`config.mk`:
```
export PLATFORM = sky130hd
export DESIGN_NAME = ooo_tracker
export DESIGN_NICKNAME = d
export VERILOG_FILES = /design/src/source/ooo_tracker_pkg.sv /design/src/source/first_free_slot.sv /design/src/source/out_of_order_buffer.sv /design/src/source/command_issuer.sv /design/src/source/completion_handler.sv /design/src/source/ooo_tracker.sv
export VERILOG_INCLUDE_DIRS = /design/src /design/src/include
export SDC_FILE = /design/constraint.sdc
export NUM_CORES = 1
export LEC_CHECK = 0
export ABC_CLOCK_PERIOD_IN_PS = 7500
export BUFFER_PORTS_ARGS = -buffer_cell sky130_fd_sc_hd__buf_2
export CAP_MARGIN = 20
export CORE_MARGIN = 2
export CORE_UTILIZATION = 60
export DETAILED_ROUTE_END_ITERATION = 8
export PLACE_DENSITY = 0.87
export SLEW_MARGIN = 20
export SYNTH_ARGS = -nofsm -noshare
export SYNTH_HDL_FRONTEND = slang
export SYNTH_SLANG_ARGS = --single-unit
```
`constraint.sdc`:
```
create_clock -name clock -period 7.5 [get_ports clock]
set_input_delay 0.75 -clock clock [delete_from_list [all_inputs] [get_ports clock]]
set_output_delay 0.75 -clock clock [all_outputs]
set_load 0.02 [all_outputs]
```
`src/include/ooo_tracker_defines.svh`:
```
/*
 * Command tracker constants
 * Command word width, buffer depth and tag width
 */

`ifndef OOO_TRACKER_DEFINES_SVH
`define OOO_TRACKER_DEFINES_SVH

// One opcode bit plus a 15-bit body
`define OOO_CMD_WIDTH 16

// Number of slots in the out-of-order buffer
`define OOO_DEPTH 8

// Tag addresses one slot
`define OOO_TAG_WIDTH ($clog2(`OOO_DEPTH))

`endif

```
`src/source/ooo_tracker_pkg.sv`:
```
/*
 * Command tracker types
 * Opcode, the two body views and the command word union
 */

`default_nettype none

`include "ooo_tracker_defines.svh"

package ooo_tracker_pkg;

  // Byte carried by a store, count carried by a load
  localparam int DATA_WIDTH = 8;
  // Whatever is left after the opcode and the byte field
  localparam int ADDR_WIDTH = `OOO_CMD_WIDTH - 1 - DATA_WIDTH;

  typedef enum logic {
    OP_LOAD  = 1'b0,
    OP_STORE = 1'b1
  } opcode_t;

  // Store view of the body
  typedef struct packed {
    logic [ADDR_WIDTH-1:0] addr;
    logic [DATA_WIDTH-1:0] data;
  } store_body_t;

  // Load view of the same bits
  typedef struct packed {
    logic [ADDR_WIDTH-1:0] addr;
    logic [DATA_WIDTH-1:0] count;
  } load_body_t;

  // Opcode in the MSB, body read through whichever view it selects
  typedef struct packed {
    opcode_t opcode;
    union packed {
      store_body_t store;
      load_body_t  load;
    } body;
  } command_t;

endpackage

`default_nettype wire

```
`src/source/first_free_slot.sv`:
```
/*
 * First free slot finder
 * Binary index of the lowest clear bit in a mask, with a found flag
 */

`timescale 1ns/1ps
`default_nettype none

`include "ooo_tracker_defines.svh"

module first_free_slot #(
  parameter int WIDTH = `OOO_DEPTH,
  localparam int INDEX_WIDTH = $clog2(WIDTH)
) (
  input  wire  [WIDTH-1:0]       mask,
  output logic [INDEX_WIDTH-1:0] index,
  output logic                   found
);

  // Priority search, bit zero wins
  always_comb begin
    index = '0;
    found = 1'b0;
    // Walk downward so the lowest clear bit is the last one written
    for (int bit_index = WIDTH - 1; bit_index >= 0; bit_index--) begin
      if (!mask[bit_index]) begin
        index = INDEX_WIDTH'(bit_index);
        found = 1'b1;
      end
    end
  end

endmodule

`default_nettype wire

```
`src/source/out_of_order_buffer.sv`:
```
/*
 * Out-of-order buffer
 * First-free allocation on write, indexed read with optional clear
 */

`timescale 1ns/1ps
`default_nettype none

`include "ooo_tracker_defines.svh"

module out_of_order_buffer #(
  parameter int WIDTH = `OOO_CMD_WIDTH,
  parameter int DEPTH = `OOO_DEPTH,
  localparam int INDEX_WIDTH = $clog2(DEPTH)
) (
  input  wire                    clock,
  input  wire                    resetn,
  output logic                   full,
  output logic                   empty,
  // Write side
  input  wire                    write_enable,
  input  wire  [WIDTH-1:0]       write_data,
  output logic [INDEX_WIDTH-1:0] write_index,
  // Read side
  input  wire                    read_enable,
  input  wire                    read_clear,
  input  wire  [INDEX_WIDTH-1:0] read_index,
  output logic [WIDTH-1:0]       read_data,
  output logic                   read_error
);

  // Slot storage and occupancy
  logic [WIDTH-1:0] slots [DEPTH];
  logic [DEPTH-1:0] valid;
  logic [DEPTH-1:0] valid_next;

  logic slot_found;
  logic write_accept;

  // Lowest free slot, taken from the mask before any clear this cycle
  first_free_slot #(
    .WIDTH (DEPTH)
  ) u_first_free_slot (
    .mask  (valid),
    .index (write_index),
    .found (slot_found)
  );

  // Never overwrite a live slot even if the write side ignores full
  assign write_accept = write_enable && slot_found;

  // Occupancy update
  always_comb begin
    valid_next = valid;
    // Clear first, so a clear on a free slot cannot undo a new write there
    if (read_enable && read_clear) begin
      valid_next[read_index] = 1'b0;
    end
    if (write_accept) begin
      valid_next[write_index] = 1'b1;
    end
  end

  // Combinational read port
  assign read_data  = slots[read_index];
  // Reading a free slot is reported, the mask is left alone
  assign read_error = read_enable && !valid[read_index];

  // Payload store
  always_ff @(posedge clock) begin
    if (write_accept) begin
      slots[write_index] <= write_data;
    end
  end

  // Control state and status flags
  always_ff @(posedge clock or negedge resetn) begin
    if (!resetn) begin
      valid <= '0;
      full  <= 1'b0;
      empty <= 1'b1;
    end else begin
      valid <= valid_next;
      // Flags follow the mask that the next cycle will see
      full  <= &valid_next;
      empty <= ~|valid_next;
    end
  end

  // Writer must respect the registered full flag
  a_no_write_when_full: assert property (
    @(posedge clock) disable iff (!resetn)
    write_enable |-> !full
  );

endmodule

`default_nettype wire

```
`src/source/command_issuer.sv`:
```
/*
 * Command issuer
 * Writes incoming commands into the buffer and reports the tag or a drop
 */

`timescale 1ns/1ps
`default_nettype none

`include "ooo_tracker_defines.svh"

module command_issuer (
  input  wire                          clock,
  input  wire                          resetn,
  // Command input, plain strobe
  input  wire                          cmd_strobe,
  input  wire ooo_tracker_pkg::command_t cmd_word,
  // Buffer write side
  input  wire                          full,
  input  wire  [`OOO_TAG_WIDTH-1:0]    write_index,
  output logic                         write_enable,
  output ooo_tracker_pkg::command_t    write_data,
  // Issue report
  output logic                         issue_strobe,
  output logic [`OOO_TAG_WIDTH-1:0]    issue_tag,
  output logic                         cmd_dropped
);

  // No stall path, a command seen while full is lost
  assign write_enable = cmd_strobe && !full;
  assign write_data   = cmd_word;

  // One-cycle report after the sampling edge
  always_ff @(posedge clock or negedge resetn) begin
    if (!resetn) begin
      issue_strobe <= 1'b0;
      cmd_dropped  <= 1'b0;
    end else begin
      issue_strobe <= write_enable;
      cmd_dropped  <= cmd_strobe && full;
    end
  end

  // Tag captured only on a write, held otherwise
  always_ff @(posedge clock) begin
    if (write_enable) begin
      issue_tag <= write_index;
    end
  end

  // A command is either issued or dropped, never both
  a_issue_xor_drop: assert property (
    @(posedge clock) disable iff (!resetn)
    !(issue_strobe && cmd_dropped)
  );

endmodule

`default_nettype wire

```
`src/source/completion_handler.sv`:
```
/*
 * Completion handler
 * Reads and frees the completed slot, decodes the command, registers the result
 */

`timescale 1ns/1ps
`default_nettype none

`include "ooo_tracker_defines.svh"

module completion_handler (
  input  wire                                     clock,
  input  wire                                     resetn,
  // Completion input, plain strobe
  input  wire                                     complete_strobe,
  input  wire  [`OOO_TAG_WIDTH-1:0]               complete_tag,
  // Buffer read side
  output logic                                    read_enable,
  output logic                                    read_clear,
  output logic [`OOO_TAG_WIDTH-1:0]               read_index,
  input  wire ooo_tracker_pkg::command_t          read_data,
  input  wire                                     read_error,
  // Response
  output logic                                    resp_strobe,
  output logic [`OOO_TAG_WIDTH-1:0]               resp_tag,
  output logic [ooo_tracker_pkg::DATA_WIDTH-1:0]  resp_result,
  output logic                                    resp_error
);

  import ooo_tracker_pkg::*;

  logic [DATA_WIDTH-1:0] result_next;

  // Every completion consumes its slot
  assign read_enable = complete_strobe;
  assign read_clear  = 1'b1;
  assign read_index  = complete_tag;

  // Result rule, the body view is picked by the opcode
  always_comb begin
    case (read_data.opcode)
      OP_STORE: begin
        result_next = read_data.body.store.data;
      end
      OP_LOAD: begin
        // Address plus count, wraps at 256
        result_next = DATA_WIDTH'(read_data.body.load.addr) + read_data.body.load.count;
      end
      default: begin
        result_next = '0;
      end
    endcase
    // Stale slot contents are never reported
    if (read_error) begin
      result_next = '0;
    end
  end

  // Response control
  always_ff @(posedge clock or negedge resetn) begin
    if (!resetn) begin
      resp_strobe <= 1'b0;
      resp_error  <= 1'b0;
    end else begin
      resp_strobe <= complete_strobe;
      resp_error  <= complete_strobe && read_error;
    end
  end

  // Response payload, held between completions
  always_ff @(posedge clock) begin
    if (complete_strobe) begin
      resp_tag    <= complete_tag;
      resp_result <= result_next;
    end
  end

  // An error only ever answers a completion from the previous cycle
  a_error_needs_completion: assert property (
    @(posedge clock) disable iff (!resetn)
    $rose(resp_error) |-> $past(complete_strobe)
  );

endmodule

`default_nettype wire

```
`src/source/ooo_tracker.sv`:
```
/*
 * Command tracker top level
 * Issuer, out-of-order buffer and completion handler wired together
 */

`timescale 1ns/1ps
`default_nettype none

`include "ooo_tracker_defines.svh"

module ooo_tracker (
  input  wire                                    clock,
  input  wire                                    resetn,
  // Command side
  input  wire                                    cmd_strobe,
  input  wire ooo_tracker_pkg::command_t         cmd_word,
  output logic                                   issue_strobe,
  output logic [`OOO_TAG_WIDTH-1:0]              issue_tag,
  output logic                                   cmd_dropped,
  // Completion side
  input  wire                                    complete_strobe,
  input  wire  [`OOO_TAG_WIDTH-1:0]              complete_tag,
  output logic                                   resp_strobe,
  output logic [`OOO_TAG_WIDTH-1:0]              resp_tag,
  output logic [ooo_tracker_pkg::DATA_WIDTH-1:0] resp_result,
  output logic                                   resp_error,
  // Buffer status
  output logic                                   full,
  output logic                                   empty
);

  import ooo_tracker_pkg::*;

  // Issuer to buffer
  logic                      write_enable;
  command_t                  write_data;
  logic [`OOO_TAG_WIDTH-1:0] write_index;

  // Handler to buffer
  logic                      read_enable;
  logic                      read_clear;
  logic [`OOO_TAG_WIDTH-1:0] read_index;
  command_t                  read_data;
  logic                      read_error;

  command_issuer u_command_issuer (
    .clock        (clock),
    .resetn       (resetn),
    .cmd_strobe   (cmd_strobe),
    .cmd_word     (cmd_word),
    .full         (full),
    .write_index  (write_index),
    .write_enable (write_enable),
    .write_data   (write_data),
    .issue_strobe (issue_strobe),
    .issue_tag    (issue_tag),
    .cmd_dropped  (cmd_dropped)
  );

  // Buffer stores raw command words
  out_of_order_buffer #(
    .WIDTH (`OOO_CMD_WIDTH),
    .DEPTH (`OOO_DEPTH)
  ) u_out_of_order_buffer (
    .clock        (clock),
    .resetn       (resetn),
    .full         (full),
    .empty        (empty),
    .write_enable (write_enable),
    .write_data   (write_data),
    .write_index  (write_index),
    .read_enable  (read_enable),
    .read_clear   (read_clear),
    .read_index   (read_index),
    .read_data    (read_data),
    .read_error   (read_error)
  );

  completion_handler u_completion_handler (
    .clock           (clock),
    .resetn          (resetn),
    .complete_strobe (complete_strobe),
    .complete_tag    (complete_tag),
    .read_enable     (read_enable),
    .read_clear      (read_clear),
    .read_index      (read_index),
    .read_data       (read_data),
    .read_error      (read_error),
    .resp_strobe     (resp_strobe),
    .resp_tag        (resp_tag),
    .resp_result     (resp_result),
    .resp_error      (resp_error)
  );

endmodule

`default_nettype wire

```
==> flow_metrics.py <==
metrics = {
    "setup_path": {
        "cp_max_fo": 31,
        "crit_arrival_ns": 4.11,
        "crit_slowest_cell": "buf_2",
        "worst_setup_path_end_kind": "register",
        "critical_path_class": "in -> reg",
        "required_ns": 7.76,
        "max_stage_delay_ns": 0.66,
        "critPathLaunchType": "input port",
        "path_cells": "buf_2, buf_4, mux4_2, mux2_2, ha_1, nor2b_1, o31a_1, and3b_1, o41ai_1, a21oi_1",
    },
    "die": {
        "die_h_um": 109,
        "dieArea_um2": 11800,
        "ioPinCount": 43,
        "die_x_um": 109,
        "coreArea_um2": 10700,
        "placementRows": 38,
        "start_util": 0.612,
    },
    "synthesis": {
        "yosysWarnings": 0,
        "ys_ff_latch": 156,
        "yosysMostFrequentCell": "edfxtp_1",
        "synth_nets": 386,
        "syn_area_um2": 6570,
        "syn-instance-count": 355,
        "synthTopCellsByArea": "edfxtp_1 (65%), mux4_2 (11%), dfrtp_1 (4.9%)",
        "synth.avg_cell_area_um2": 18.5,
        "synth_top_cell_area_share": 0.649,
        "ys_seq_area_frac": 0.702,
        "synthFlopType": "edfxtp_1",
        "synthTopCellsByCount": "edfxtp_1 (142), mux4_2 (33), nor2_1 (15), dfrtp_1 (13), mux2_2 (13)",
        "yosysTopAreaCell": "edfxtp_1",
        "synth_edf_count": 142,
        "synthArstFlopShare": 0.0897,
        "synth_cell_types": 56,
    },
    "detailed_routing": {
        "vias": 3440,
        "wl_per_cell_um": 21.9,
        "drt_iter0_drc": 348,
        "firstDrtPassIters": 5,
        "drtAntennaViolNets": 0,
        "via_per_inst": 6.14,
        "drc": 0,
        "wl_um": 12300,
    },
    "power_and_ir_drop": {
        "powerDensity_nw_per_um2": 323,
        "p_leak_nw": 2.64,
        "ir_drop_mv": 0.162,
    },
    "sta": {
        "drv_slew": 0,
        "worst_pin_slew_ns": 1.06,
        "max_slew_margin": 0.295,
        "hold_violations": 0,
        "max_freq_ghz": 0.260,
        "fin_crit_sh": 0.513,
        "tns_ns": 0,
        "rsz0062_at_grt": "no",
        "setup_viol": 0,
        "finClkSkew_ns": 0.0105,
        "min_period_ns": 3.85,
    },
    "worst_hold_path": {
        "hold_path.class": "in -> async",
    },
    "final_layout": {
        "fillCellCount": 662,
        "seqCellArea_um2": 4620,
        "drive_gt1_frac": 0.324,
        "nets": 438,
        "final_area_um2": 7490,
        "multi_input_area_um2": 1800,
        "antenna_cells": 0,
        "area_growth_pct": 13.9,
    },
    "cts": {
        "clock_sinks": 156,
        "htreeDepth": 4,
        "cts-root-buf": "clkbuf_8",
        "cts_hold_buffers": 0,
        "cts_buffer_depth": 2,
        "clk-insertion-delay-late_ns": 0.53,
        "clkTransAtPathRegs_ns": 0.07,
        "cts_tree": "done",
        "cts_made_buffers": 17,
        "ctsResizeCount": 0,
        "cts_setup_buffers": 0,
    },
    "flow_run": {
        "maxCapViolations": 0,
    },
    "global_route": {
        "grt_pass1_vias": 3410,
        "grt_start_max_net_pins": 39,
        "grt_overflow": 0,
        "grt_usage": 0.226,
        "antenna_found_initial": 0,
        "grt_pass1_wl_um": 18600,
    },
    "placed_design": {
        "numPortBuffers": 42,
        "gp_congestion": 0.859,
        "placed_cell_area_um2": 6900,
        "dp_hpwl_um": 7350,
    },
    "run_status": {
        "status": "finished, final reports clean",
    },
}
-- path summary, 6_finish.rpt --
path                       depth (start not counted)  slack [ns]                                  end                              start
hold / removal                                     1        0.11         u_command_issuer.cmd_dropped                             resetn
hold reg to reg                                    1        0.52         u_command_issuer.cmd_dropped         u_out_of_order_buffer.full
min in group clock                                 2        0.45         u_command_issuer.cmd_dropped                         cmd_strobe
max in group asynchronous                          1        7.09          u_out_of_order_buffer.empty                             resetn
setup / recovery                                  10        3.65  u_completion_handler.resp_result[6]                    complete_tag[0]
setup reg to reg                                  10        4.49  u_completion_handler.resp_result[6]  u_out_of_order_buffer.slots[2][8]
-- cell usage in the layout (no fill, tap or decap), drive strengths merged, types with 2 or more instances in the layout --
cell      n
edfxtp  142
buf      50
mux4     33
clkbuf   19
nor2     15
mux2     13
dfrtp    13
mux2i    12
o21ai    12
inv      12
nand2     9
nand2b    7
ha        7
a21oi     7
clkinv    6
nor2b     5
nor3      5
a211oi    4
nand3     3
a31oi     3
nand4     3
o21a      3
bufinv    3
and3      2
a21o      2
and2      2
nand3b    2
o22ai     2
xnor2     2
nor4b     2
-- metal layers --
| layer | vias to the layer above | track usage | routed length (µm) |
|---|---|---|---|
| li1 | 1540 | - | - |
| met1 | 1734 | 0.290 | 4950 |
| met2 | 150 | 0.376 | 6340 |
| met3 | 16 | 0.0604 | 822 |
| met4 | 0 | 0.0778 | 179 |
| met5 | - | 0 | 0 |
-- layout make-up --
class | count | share of cell area
flip-flops and latches | 156 | 0.617
inverters | 9 | 0.00451
clock buffers | 19 | 0.0563
repair buffers | 50 | 0.0361
well taps | 140 | 0.0234
clock inverters | 13 | 0.0221
multi-input cells | 173 | 0.241
-- metrics by stage --
stage / setup WS [ns] / instances / hold slack [ns] / util / total power, mW
final: 3.65 / 560 / 0.111 / 0.697 / 2.42
after global routing: 3.36 / 560 / 0.119 / 0.697 / 2.52
after CTS: 3.65 / 560 / 0.107 / 0.697 / 2.43
after detailed placement: 3.14 / 528 / 0.511 / 0.642 / 1.59
after global placement: 3.17 / 528 / 0.473 / 0.642 / 1.57
after floorplan: 3.89 / 355 / 0.454 / - / 1.46
-- power by group --
group          internal [mW]  leakage [nW]  switching (mW)  total [mW]
combinational          0.172         0.888           0.261       0.433
sequential              1.09          1.47          0.0639        1.15
clock                  0.509         0.287           0.329       0.838
total                   1.77          2.64           0.653        2.42
-- critical path, delay by kind of cell --
| family | cells | cell delay [ns] |
|---|---|---|
| AND/OR/NAND/NOR | 2 | 0.34 |
| buffers and inverters | 2 | 1.06 |
| adder cells (fa/ha/maj) | 1 | 0.33 |
| multiplexers | 2 | 0.84 |
| AO/OA/AOI/OAI | 3 | 0.76 |
-- sequential cells by signal, indices dropped and copies added, names as in the netlist --
signal                            cells
u_out_of_order_buffer.valid           8
u_completion_handler.resp_result      8
u_command_issuer.issue_strobe         1
u_completion_handler.resp_error       1
u_completion_handler.resp_strobe      1
u_out_of_order_buffer.full            1
u_completion_handler.resp_tag         3
u_command_issuer.cmd_dropped          1
u_out_of_order_buffer.slots         128
u_command_issuer.issue_tag            3
u_out_of_order_buffer.empty           1
-- cell families after synthesis --
kind of cell / Yosys count / share of synthesized area
AOI/OAI and AO/OA: 44 / 0.0476
xor gates and xnor gates: 2 / 0.00267
adders and majority gates: 8 / 0.0164
buffers and inverters: 26 / 0.0247
DFF: 156 / 0.702
muxes: 58 / 0.154
and+or+nand+nor: 61 / 0.0527
No activity file was read; power rests on OpenSTA's default activity.
